$ cat src/hdl/dsp_alu_pkg.sv
// ----------------------------------------------------------------------
// DSP ALU definitions
// Opcode encoding, Q2.16 operand and 48-bit accumulator types,
// fixed-point constants and the voice sequencer states
// ----------------------------------------------------------------------

`default_nettype none

package dsp_alu_pkg;

    typedef logic [8:0]         alu_op_t;
    typedef logic signed [17:0] operand_t;
    typedef logic signed [47:0] acc_t;

    // Opcode fields
    localparam alu_op_t OPF_XIN_MULT    = 9'h001;
    localparam alu_op_t OPF_ZIN_CIN     = 9'h004;
    localparam alu_op_t OPF_POSTADD_SUB = 9'h008;
    localparam alu_op_t OPF_FUNC_SIN    = 9'h100;

    localparam alu_op_t ALU_NOP    = 9'h000;
    localparam alu_op_t ALU_SIN    = OPF_FUNC_SIN;
    // p = a * b
    localparam alu_op_t ALU_MUL    = OPF_XIN_MULT;
    // p = c + a * b
    localparam alu_op_t ALU_MULADD = OPF_XIN_MULT | OPF_ZIN_CIN;
    // p = c - a * b
    localparam alu_op_t ALU_MULSUB = OPF_XIN_MULT | OPF_ZIN_CIN | OPF_POSTADD_SUB;

    // Q2.16 constants
    localparam operand_t PI_HALF   = 18'sh19220;
    localparam operand_t UNITY     = 18'sh10000;
    localparam operand_t NEG_UNITY = 18'sh30000;

    typedef enum logic [2:0] {
        IDLE,
        WAIT_TRIG,
        REQ_SIN,
        REQ_SCALE,
        REQ_STEP,
        TAKE_SIN,
        TAKE_STEP,
        TAKE_FOLD
    } seq_state_t;

endpackage

`default_nettype wire

$ cat src/hdl/midi_pkg.sv
// ----------------------------------------------------------------------
// MIDI definitions for the sine voice
// Command nibbles, note and velocity types, and the phase steps of
// the top octave from which every other note's step is derived
// ----------------------------------------------------------------------

`default_nettype none

package midi_pkg;

    typedef logic [3:0] midi_cmd_t;
    typedef logic [6:0] note_t;
    typedef logic [6:0] velocity_t;

    localparam midi_cmd_t MIDI_NOTE_OFF = 4'h8;
    localparam midi_cmd_t MIDI_NOTE_ON  = 4'h9;

    // Q2.16 phase steps for notes 120..131, equal-tempered
    // All stay below pi/2 / 8 so a quarter wave spans several samples
    localparam logic [17:0] NOTE_STEP_BASE [12] = '{
        18'd6780,  18'd7183,  18'd7610,  18'd8063,
        18'd8542,  18'd9050,  18'd9588,  18'd10159,
        18'd10763, 18'd11403, 18'd12081, 18'd12799
    };

    // Octave of NOTE_STEP_BASE, one right shift per octave below
    localparam int unsigned TOP_OCTAVE = 10;

endpackage

`default_nettype wire
$ cat src/hdl/sine_voice.sv
// ----------------------------------------------------------------------
// Sine voice top level
// MIDI-driven mono sine voice that computes one sample per trigger
// on an external DSP ALU
// ----------------------------------------------------------------------

`default_nettype none

module sine_voice
    import midi_pkg::*;
    import dsp_alu_pkg::*;
(
    input  wire logic       clk,
    input  wire logic       reset,

    input  wire logic       midi_rdy,
    input  wire midi_cmd_t  midi_cmd,
    input  wire logic [3:0] midi_channel,
    input  wire note_t      midi_data0,
    input  wire velocity_t  midi_data1,

    input  wire logic       smp_trig,
    output logic            smp_out_rdy,
    output operand_t        smp_out,

    // DSP ALU
    output logic            alu_cycle,
    output logic            alu_strobe,
    input  wire logic       alu_stall,
    input  wire logic       alu_ack,
    output alu_op_t         alu_op,
    output operand_t        alu_a,
    output operand_t        alu_b,
    output acc_t            alu_c,
    input  wire acc_t       alu_p
);

    logic       note_on;
    velocity_t  velocity;
    operand_t   phase_step;
    seq_state_t state;
    logic       take_sin;
    logic       take_step;
    logic       take_fold;
    logic       lower_hit;
    logic       upper_hit;
    operand_t   phase;
    logic       dir_up;
    logic       half_neg;
    operand_t   sin_val;

    // Voice listens on every channel
    note_decoder u_note_decoder (
        .clk        (clk),
        .reset      (reset),
        .midi_rdy   (midi_rdy),
        .midi_cmd   (midi_cmd),
        .midi_data0 (midi_data0),
        .midi_data1 (midi_data1),
        .note_on    (note_on),
        .velocity   (velocity),
        .phase_step (phase_step)
    );

    voice_sequencer u_voice_sequencer (
        .clk         (clk),
        .reset       (reset),
        .note_on     (note_on),
        .smp_trig    (smp_trig),
        .alu_stall   (alu_stall),
        .alu_ack     (alu_ack),
        .lower_hit   (lower_hit),
        .upper_hit   (upper_hit),
        .sin_val     (sin_val),
        .alu_cycle   (alu_cycle),
        .state       (state),
        .take_sin    (take_sin),
        .take_step   (take_step),
        .take_fold   (take_fold),
        .smp_out_rdy (smp_out_rdy),
        .smp_out     (smp_out)
    );

    phase_fold u_phase_fold (
        .clk       (clk),
        .reset     (reset),
        .take_sin  (take_sin),
        .take_step (take_step),
        .take_fold (take_fold),
        .alu_p     (alu_p),
        .phase     (phase),
        .dir_up    (dir_up),
        .half_neg  (half_neg),
        .sin_val   (sin_val),
        .lower_hit (lower_hit),
        .upper_hit (upper_hit)
    );

    alu_request u_alu_request (
        .state      (state),
        .alu_stall  (alu_stall),
        .alu_ack    (alu_ack),
        .phase      (phase),
        .dir_up     (dir_up),
        .half_neg   (half_neg),
        .velocity   (velocity),
        .phase_step (phase_step),
        .alu_p      (alu_p),
        .alu_strobe (alu_strobe),
        .alu_op     (alu_op),
        .alu_a      (alu_a),
        .alu_b      (alu_b),
        .alu_c      (alu_c)
    );

endmodule

`default_nettype wire

$ cat src/hdl/alu_request.sv
// ----------------------------------------------------------------------
// ALU request builder
// Combinational opcode, operands and strobe for the request that
// belongs to the current sequencer state
// ----------------------------------------------------------------------

`default_nettype none

module alu_request
    import dsp_alu_pkg::*;
(
    input  wire seq_state_t state,
    input  wire logic       alu_stall,
    input  wire logic       alu_ack,
    input  wire operand_t   phase,
    input  wire logic       dir_up,
    input  wire logic       half_neg,
    input  wire logic [6:0] velocity,
    input  wire operand_t   phase_step,
    input  wire acc_t       alu_p,
    output logic            alu_strobe,
    output alu_op_t         alu_op,
    output operand_t        alu_a,
    output operand_t        alu_b,
    output acc_t            alu_c
);

    operand_t p_field;
    operand_t vel_q;
    operand_t scale_b;
    acc_t     phase_wide;
    acc_t     pi_half_wide;
    logic     step_low;

    assign p_field = alu_p[33:16];

    // Velocity 0..127 as 0..127/128 in Q2.16, sign from the half wave
    assign vel_q   = {2'b00, velocity, 9'h000};
    assign scale_b = half_neg ? -vel_q : vel_q;

    // Q2.16 aligned to the product's Q4.32 point
    assign phase_wide   = {{14{phase[17]}}, phase, 16'h0000};
    assign pi_half_wide = {{14{PI_HALF[17]}}, PI_HALF, 16'h0000};

    // Same bound as the fold logic, no fold request after it
    assign step_low = !dir_up && alu_p[47];

    always_comb begin
        alu_strobe = 1'b0;
        alu_op     = ALU_NOP;
        alu_a      = '0;
        alu_b      = '0;
        alu_c      = '0;
        case (state)
            REQ_SIN: begin
                alu_strobe = !alu_stall;
                alu_op     = ALU_SIN;
                alu_a      = phase;
            end
            REQ_SCALE: begin
                alu_strobe = alu_ack;
                alu_op     = ALU_MUL;
                alu_a      = p_field;
                alu_b      = scale_b;
            end
            REQ_STEP: begin
                alu_strobe = 1'b1;
                alu_op     = dir_up ? ALU_MULADD : ALU_MULSUB;
                alu_a      = phase_step;
                alu_b      = UNITY;
                alu_c      = phase_wide;
            end
            // pi/2 - new phase
            TAKE_STEP: begin
                alu_strobe = alu_ack && !step_low;
                alu_op     = ALU_MULSUB;
                alu_a      = p_field;
                alu_b      = UNITY;
                alu_c      = pi_half_wide;
            end
            default: begin
                alu_strobe = 1'b0;
            end
        endcase
    end

endmodule

`default_nettype wire

$ cat src/hdl/phase_fold.sv
// ----------------------------------------------------------------------
// Phase fold
// Holds phase, sweep direction, half-wave sign and the scaled sine.
// Folds the quarter-wave sweep at zero and at pi/2
// ----------------------------------------------------------------------

`default_nettype none

module phase_fold
    import dsp_alu_pkg::*;
(
    input  wire logic take_sin,
    input  wire logic take_step,
    input  wire logic take_fold,
    input  wire acc_t alu_p,
    input  wire logic clk,
    input  wire logic reset,
    output operand_t  phase,
    output logic      dir_up,
    output logic      half_neg,
    output operand_t  sin_val,
    output logic      lower_hit,
    output logic      upper_hit
);

    logic     p_neg;
    operand_t p_field;

    assign p_neg   = alu_p[47];
    assign p_field = alu_p[33:16];

    // Descending sweep went below zero
    assign lower_hit = take_step && !dir_up && p_neg;
    // pi/2 - phase < 0, sweep went past the peak
    assign upper_hit = take_fold && p_neg;

    // ------------------------------------------------------------------
    // Phase, direction and sign
    // ------------------------------------------------------------------
    always_ff @(posedge clk or posedge reset) begin
        if (reset) begin
            phase    <= '0;
            dir_up   <= 1'b1;
            half_neg <= 1'b0;
        end else if (lower_hit) begin
            phase    <= '0;
            dir_up   <= 1'b1;
            half_neg <= ~half_neg;
        end else if (upper_hit) begin
            phase  <= PI_HALF;
            dir_up <= 1'b0;
        end else if (take_step) begin
            phase <= p_field;
        end
    end

    // Scaled sine, sent out at the start of the next pass
    always_ff @(posedge clk or posedge reset) begin
        if (reset) begin
            sin_val <= '0;
        end else if (take_sin) begin
            sin_val <= p_field;
        end
    end

endmodule

`default_nettype wire

$ cat src/hdl/voice_sequencer.sv
// ----------------------------------------------------------------------
// Voice sequencer
// Per-sample FSM that sends out the previous sample, orders the ALU
// requests of one pass and tells the fold logic when to take results
// ----------------------------------------------------------------------

`default_nettype none

module voice_sequencer
    import dsp_alu_pkg::*;
(
    input  wire logic     clk,
    input  wire logic     reset,
    input  wire logic     note_on,
    input  wire logic     smp_trig,
    input  wire logic     alu_stall,
    input  wire logic     alu_ack,
    input  wire logic     lower_hit,
    input  wire logic     upper_hit,
    input  wire operand_t sin_val,
    output logic          alu_cycle,
    output seq_state_t    state,
    output logic          take_sin,
    output logic          take_step,
    output logic          take_fold,
    output logic          smp_out_rdy,
    output operand_t      smp_out
);

    // Scale ack may already come back while the step add is issued
    assign take_sin  = alu_ack && ((state == REQ_STEP) || (state == TAKE_SIN));
    assign take_step = alu_ack && (state == TAKE_STEP);
    assign take_fold = alu_ack && (state == TAKE_FOLD);

    always_ff @(posedge clk or posedge reset) begin
        if (reset) begin
            state       <= IDLE;
            alu_cycle   <= 1'b0;
            smp_out_rdy <= 1'b0;
            smp_out     <= '0;
        end else begin
            smp_out_rdy <= 1'b0;
            case (state)
                IDLE: begin
                    if (note_on) begin
                        state <= WAIT_TRIG;
                    end
                end
                WAIT_TRIG: begin
                    if (!note_on) begin
                        state <= IDLE;
                    end else if (smp_trig) begin
                        state       <= REQ_SIN;
                        alu_cycle   <= 1'b1;
                        smp_out_rdy <= 1'b1;
                        smp_out     <= sin_val;
                    end
                end
                REQ_SIN: begin
                    if (!alu_stall) begin
                        state <= REQ_SCALE;
                    end
                end
                // Scale multiply goes out with the sine ack
                REQ_SCALE: begin
                    if (alu_ack) begin
                        state <= REQ_STEP;
                    end
                end
                REQ_STEP: begin
                    state <= take_sin ? TAKE_STEP : TAKE_SIN;
                end
                TAKE_SIN: begin
                    if (take_sin) begin
                        state <= TAKE_STEP;
                    end
                end
                // Lower bound ends the pass, no fold needed
                TAKE_STEP: begin
                    if (take_step) begin
                        if (lower_hit) begin
                            state     <= IDLE;
                            alu_cycle <= 1'b0;
                        end else begin
                            state <= TAKE_FOLD;
                        end
                    end
                end
                TAKE_FOLD: begin
                    if (take_fold) begin
                        state     <= IDLE;
                        alu_cycle <= 1'b0;
                    end
                end
                default: begin
                    state     <= IDLE;
                    alu_cycle <= 1'b0;
                end
            endcase
        end
    end

endmodule

`default_nettype wire

$ cat src/hdl/note_decoder.sv
// ----------------------------------------------------------------------
// MIDI note decoder
// Latches note and velocity on Note On, clears them on Note Off, and
// derives the per-sample phase step from the note number
// ----------------------------------------------------------------------

`default_nettype none

module note_decoder
    import midi_pkg::*;
    import dsp_alu_pkg::*;
(
    input  wire logic      clk,
    input  wire logic      reset,
    input  wire logic      midi_rdy,
    input  wire midi_cmd_t midi_cmd,
    input  wire note_t     midi_data0,
    input  wire velocity_t midi_data1,
    output logic           note_on,
    output velocity_t      velocity,
    output operand_t       phase_step
);

    logic       note_on_evt;
    logic       note_off_evt;
    note_t      note;
    logic [3:0] octave;
    note_t      note_rem;
    logic [3:0] semitone;

    assign note_on_evt  = midi_rdy && (midi_cmd == MIDI_NOTE_ON);
    assign note_off_evt = midi_rdy && (midi_cmd == MIDI_NOTE_OFF);

    always_ff @(posedge clk or posedge reset) begin
        if (reset) begin
            note     <= '0;
            velocity <= '0;
            note_on  <= 1'b0;
        end else if (note_off_evt) begin
            note     <= '0;
            velocity <= '0;
            note_on  <= 1'b0;
        end else if (note_on_evt) begin
            note     <= midi_data0;
            velocity <= midi_data1;
            note_on  <= 1'b1;
        end
    end

    // ------------------------------------------------------------------
    // Step lookup, octave by comparison then semitone table
    // ------------------------------------------------------------------
    always_comb begin
        octave = '0;
        for (int i = 1; i <= TOP_OCTAVE; i++) begin
            if (note >= 7'(12 * i)) begin
                octave = 4'(i);
            end
        end
        // note - 12 * octave
        note_rem = note - {octave, 3'b000} - {1'b0, octave, 2'b00};
        semitone = note_rem[3:0];
    end

    assign phase_step = operand_t'(NOTE_STEP_BASE[semitone] >> (4'(TOP_OCTAVE) - octave));

endmodule

`default_nettype wire

$ cat config.mk
export PLATFORM = sky130hd
export DESIGN_NAME = sine_voice
export DESIGN_NICKNAME = d
export VERILOG_FILES = /design/src/hdl/dsp_alu_pkg.sv /design/src/hdl/midi_pkg.sv /design/src/hdl/sine_voice.sv /design/src/hdl/alu_request.sv /design/src/hdl/phase_fold.sv /design/src/hdl/voice_sequencer.sv /design/src/hdl/note_decoder.sv
export SDC_FILE = /design/constraint.sdc
export NUM_CORES = 1
export LEC_CHECK = 0
export BUFFER_PORTS_ARGS = -buffer_cell sky130_fd_sc_hd__clkbuf_2
export CAP_MARGIN = 25
export CORE_MARGIN = 2
export CORE_UTILIZATION = 50
export CTS_CLUSTER_DIAMETER = 40
export CTS_CLUSTER_SIZE = 14
export DETAILED_ROUTE_END_ITERATION = 12
export GPL_TIMING_DRIVEN = 0
export PLACE_DENSITY = 0.77
export SLEW_MARGIN = 20
export SYNTH_ARGS = -nofsm -noshare
export SYNTH_HDL_FRONTEND = slang
export SYNTH_SLANG_ARGS = --single-unit
$ cat constraint.sdc
create_clock -name clk -period 4.8 [get_ports clk]
set_input_delay 0.24 -clock clk [delete_from_list [all_inputs] [get_ports clk]]
set_output_delay 0.24 -clock clk [all_outputs]
set_load 0.1 [all_outputs]
==> metrics.csv, run 1 <==
metric,value,unit
r2r_start,u_voice_sequencer.state[1],
multi_input_area,2850,µm²
synth_edf_count,0,
ys.flop_type,dfrtp_1,
grt_remaining_overflow,0,
gr-usage-met3,4.27,%
grt_pass1_vias,4532,
tns,0,ns
dpl_worst_slack,0.189,ns
coreArea,10200,µm²
fin_crit,4.54,ns
numCtsBuffers,9,
synth_async_sr_flop_share,100,%
path_cells,nand2b_1 -> a21o_1 -> o2bb2ai_4 -> nor2_4 -> inv_2 -> buf_6 -> ha_4 -> xor3_2 -> buf_6 -> nand2_2 -> o21ai_1 -> mux2_1 -> o221ai_2 -> o311ai_1 -> o21ai_2 -> buf_4,
critPathSlowestCell,dfrtp_1,
postCtsSetupBuffers,0,
gr-usage-met1,33.1,%
diodes,0,
status,completed,
vias,4853,
vias_per_cell,5.36,
cap_violations,0,
cp_slowest_stage_delay,0.48,ns
yosys-top-cells-count,"nand2_1, dfrtp_1, nor2_1, buf_4, clkbuf_1",
area.sequential,1900,µm²
grt_usage,25.3,%
ys_seq_area_share,36.9,%
firstDrtPassIters,5,
critPathRequiredTime,4.56,ns
htreeDepth,3,
fin_crit_sh,94.7,%
yosysTopAreaCell,dfrtp_1,
hold_path_startpoint,midi_data0[2],
cts_root_buf,clkbuf_8,
fin_ws,0.255,ns
initial_core_util,50.6,%
hpwl,10700,µm
hold_violations,0,
crit_type,reg2out,
cts_tree,done,
grt_max_degree,50,
synth_top_area_share,36.4,%
syn_avg_cell_area,8.63,µm²
antenna_found_initial,0,
crit_start,u_note_decoder.note[6],
setup_violations,0,
cts.reportedPaths.clkPinSlew,0.09,ns
fmax,220,MHz
fp.dieH,106,µm
clk_latency,0.35,ns
cts.sinks,76,
pin_count,190,
critical_path_arrival,4.30,ns
cpMostUsedCell,buf_6,
holdWs,0.102,ns
synth.top_cells.by_area,"dfrtp_1, nand2_1, buf_4",
drt_iter0_drc,318,
hold_path.class,in2reg,
grt_use_met2,42.4,%
drc,0,
rsz0062_at_grt,no,
synth.most_common_cell,nand2_1,
clockBufferDepth,2,
synthesis.area,5150,µm²
ant_nets,0,
yosysUniqueCellTypes,69,
die-area,11100,µm²
worst-path-max-fanout,12,
yosys_register_bits,76,
slew_headroom,50.6,%
grt_pass1_wl,22700,µm
gp_congestion,0.932,
crit_path_end_kind,primary output,
io_buffers,125,
ys.warnings.count,0,
skew,0.00898,ns
worst-slew-pin-transition,0.738,ns
finalNetCount,850,
start_kind,register,
die_x,106,µm
top_usage_layer,met2,
wl_per_cell,15.5,µm
drive_above_1_share,30.7,%
slew_violations,0,
syn_inst,597,
area_growth,24.1,%
placementRows,37,
fillers,918,
routed_wl,14000,µm
-- flip-flops by register name, indices dropped and copies added, names as in the netlist --
| register | cells |
|---|---|
| u_voice_sequencer.state | 3 |
| u_note_decoder.note | 7 |
| u_note_decoder.velocity | 7 |
| u_phase_fold.half_neg | 1 |
| u_note_decoder.note_on | 1 |
| u_voice_sequencer.smp_out | 18 |
| u_phase_fold.phase | 18 |
| u_voice_sequencer.alu_cycle | 1 |
| u_phase_fold.dir_up | 1 |
| u_voice_sequencer.smp_out_rdy | 1 |
| u_phase_fold.sin_val | 18 |
-- kinds of logic (layout without fill, tap and decap cells) --
family	Yosys count	after routing	share of synthesized area [%]
buffers and inverters	98	240	10.9
and+or+nand+nor	220	220	19.0
DFF	76	76	36.9
adders and majority gates	10	10	2.43
xor gates and xnor gates	15	16	3.01
muxes	32	32	7.18
AOI/OAI and AO/OA	145	145	20.4
other	1	30	0.0727
-- worst max-delay path: cells and delay by family, from the launching register on --
kind	cells	cell delay, ns
adder cells (fa/ha/maj)	1	0.26
buffers and inverters	4	0.73
XOR/XNOR	1	0.47
flip-flops	1	0.48
AND/OR/NAND/NOR	3	0.42
multiplexers	1	0.37
AO/OA/AOI/OAI	6	1.18
-- per-stage QoR --
step                      instance area, µm²  std cells  util (%)
after floorplan                         5280        626         -
after global placement                  6080        887      59.7
after detailed placement                6110        888      60.0
after CTS                               6360        904      62.4
after global routing                    6400        905      62.8
final                                   6400        905      62.8
-- cells in the final DEF, fill, tap and decap left out, types with 4 or more instances in the layout --
cell type and count:
buf_6 4, a222oi_1 4, a22o_1 17, buf_2 4
o21ai_1 12, nand3_1 10, o31ai_1 9, o22ai_1 4
o221ai_1 5, clkbuf_8 9, clkbuf_2 115, nor2_1 44
mux2_2 21, nand2_1 109, nor2b_1 9, nand4_1 4
a21oi_1 18, nand2b_1 7, dfrtp_1 75, o21ai_0 26
xnor2_1 7, clkbuf_1 29, and2_1 14, conb_1 30
nor3_1 10, a21o_1 4, buf_4 48, ha_1 9
xor2_1 6, a22oi_1 10, inv_1 14, mux2i_1 7
a211oi_1 7
-- repair_timing --
item | 4_1_cts | 5_1_grt
pin swaps | 0 | 1
hold buffers | 1 | 0
gates resized for setup | 6 | 12
hold endpoints to repair | 27 | 0
gates cloned | 0 | 1
setup endpoints to repair | 8 | 11
-- layer usage --
layer	up-vias	share of wire (%)	wire, µm
met2	207	49	6890
met5	-	0	0
met1	2267	42	5840
met3	29	6.6	927
met4	0	2.5	351
li1	2350	-	-
-- final timing paths --
| path | endpoint | slack, ns | cells after the start |
|---|---|---|---|
| min reg2reg | u_voice_sequencer.smp_out[3] | 0.45 | 2 |
| max | alu_a[2] | 0.26 | 16 |
| min | u_note_decoder.note[2] | 0.10 | 3 |
| min in group asynchronous | u_voice_sequencer.smp_out[15] | 0.41 | 3 |
| max in group asynchronous | u_phase_fold.dir_up | 3.79 | 4 |
| max reg2reg | u_phase_fold.sin_val[2] | 2.54 | 5 |
-- layout make-up --
| type | instances | share of cell area [%] |
|---|---|---|
| Clock inverter | 7 | 1.64 |
| Timing Repair Buffer | 127 | 10.6 |
| Tap cell | 136 | 2.66 |
| Sequential cell | 76 | 29.7 |
| Inverter | 18 | 1.10 |
| Multi-Input combinational cell | 453 | 44.6 |
| Clock buffer | 9 | 1.94 |
| Buffer | 79 | 7.70 |
Power of run 1 is left out: the tool's default activity adds up to more than one toggle a clock period on the data nets, which glitch-free logic cannot reach.
==> inputs of run 2 (changes only) <==
clock period = 4.4 ns   (was 4.8 ns; I/O delays follow)
==> run 2 against run 1 <==
  * Worst setup slack got worse by 0.055 ns
  * Sequential share of layout area fell by 0.22 points
  * Count of clock-buffer cells in the layout did not move
  * Largest cell class unchanged
  * Flip-flop and latch count did not move
  * Critical path type unchanged
  * Register-to-register slack got worse by 0.38 ns
  * Hold slack improved by 0.0022 ns
==> metrics.csv, run 2 (synthesized netlist as in run 1, its figures left out) <==
metric,value,unit
reg2reg_to,u_phase_fold.sin_val[0],
ant_nets,0,
grt_pass1_wl,21800,µm
area_growth,25.2,%
cap_violations,0,
start_kind,register,
crit_family,compound AO/OA/AOI/OAI gates,
r2r_cells,5,
initial_core_util,50.6,%
fin_crit_sh,95.5,%
grt_pass1_vias,4493,
worst-slew-pin-transition,0.655,ns
whs_path_depth,3,
cts.reportedPaths.clkPinSlew,0.08,ns
firstDrtPassIters,5,
status,completed,
hpwl,10600,µm
fillers,905,
hold_path_startpoint,midi_data1[5],
crit_path_end_kind,primary output,
diodes,0,
io_buffers,125,
die_x,106,µm
critical_path_arrival,3.98,ns
cts_tree,done,
endpoint,alu_a[2],
clockBufferDepth,2,
finalNetCount,854,
grt_remaining_overflow,0,
gp_congestion,0.957,
hold_violations,0,
cp_slowest_stage_delay,0.46,ns
drc,0,
slew_headroom,56.1,%
vias,4885,
r2r_start,u_voice_sequencer.state[1],
stdcell_count,909,
coreArea,10200,µm²
cts.sinks,76,
numCtsBuffers,9,
skew,0.0132,ns
htreeDepth,3,
crit_type,reg2out,
slew_violations,0,
critPathBufInv,3,
grt_max_degree,43,
final_common_cell,clkbuf_2,
fp.dieH,106,µm
fin_crit,4.20,ns
drt_iter0_drc,389,
rsz0062_at_grt,no,
antenna_found_initial,0,
grt_usage,24.2,%
critPathRequiredTime,4.18,ns
routed_wl,13700,µm
setup_violations,0,
placed_cells,888,
die-area,11100,µm²
holdWs,0.105,ns
cts_root_buf,clkbuf_8,
fmax,238,MHz
path_cells,nand2b_2 -> a21o_1 -> o2bb2ai_4 -> nor2_4 -> inv_2 -> buf_6 -> ha_4 -> xor3_2 -> nor3_1 -> a21oi_1 -> xnor2_1 -> mux2_4 -> o221ai_2 -> o311ai_1 -> o21ai_2 -> clkbuf_16,
layout_common_cells,"clkbuf_2, nand2_1, dfrtp_1",
crit_start,u_note_decoder.note[6],
pin_count,190,
clk_latency,0.34,ns
worst-path-max-fanout,12,
wl_per_cell,15.1,µm
placementRows,37,
vias_per_cell,5.37,
top_regs,"u_phase_fold.phase: 18 flops, u_phase_fold.sin_val: 18 flops, u_voice_sequencer.smp_out: 18 flops",
drive_above_1_share,32.7,%
hold_path.class,in2reg,
crit_cells,16,
r2r_slack,2.16,ns
critPathSlowestCell,dfrtp_2,
run 2: worst min path at each step:
stage / to / slack (ns)
after CTS: u_note_decoder.note[2] / 0.1
after detailed placement: u_voice_sequencer.smp_out[16] / 0.26
after global routing: u_note_decoder.note[2] / 0.10
after floorplan: u_phase_fold.phase[13] / 0.35
after global placement: u_voice_sequencer.smp_out[6] / 0.44
final: u_note_decoder.velocity[5] / 0.10
run 2: per-layer routing:
metal	global-route usage, %	share of wire [%]
met1	31.7	43
met2	40.9	48
met3	3.71	7.6
met4	7.99	1.8
met5	0	0
run 2: layout make-up:
type / count / area (µm²) / area share [%]
buffer: 79 / 494 / 7.66
clock buffer: 9 / 124 / 1.92
clock inverter: 7 / 57.6 / 0.892
inverter: 18 / 70.1 / 1.09
multi-input combinational: 453 / 2900 / 44.9
sequential: 76 / 1910 / 29.5
tap: 136 / 170 / 2.64
timing repair buffer: 131 / 736 / 11.4
run 2: timing repair:
| item | CTS | global route |
|---|---|---|
| hold buffers | 1 | 0 |
| gates cloned | 1 | 0 |
| gates resized for setup | 16 | 17 |
| endpoints found under the setup margin | 11 | 11 |
| setup buffers | 1 | 3 |
| pin swaps | 3 | 4 |
| hold endpoints to repair | 33 | 0 |
run 2: through the flow:
step                cell area, µm²  util (%)  TNS, ns  setup slack [ns]
floorplan                     5300         -   -0.453            -0.244
global placement              6090      59.8        0            0.0101
detailed placement            6120      60.0        0           0.00375
CTS                           6400      62.8        0            0.0303
global route                  6450      63.4        0            0.0385
finish                        6450      63.4        0             0.200
run 2: tightest hold or removal path: cells and delay by family:
kind / cells / cell delay, ns
buffers and inverters: 1 / 0.08
and+or+nand+nor: 1 / 0.05
AOI/OAI and AO/OA: 1 / 0.06
Power of run 2 is left out for the same reason.
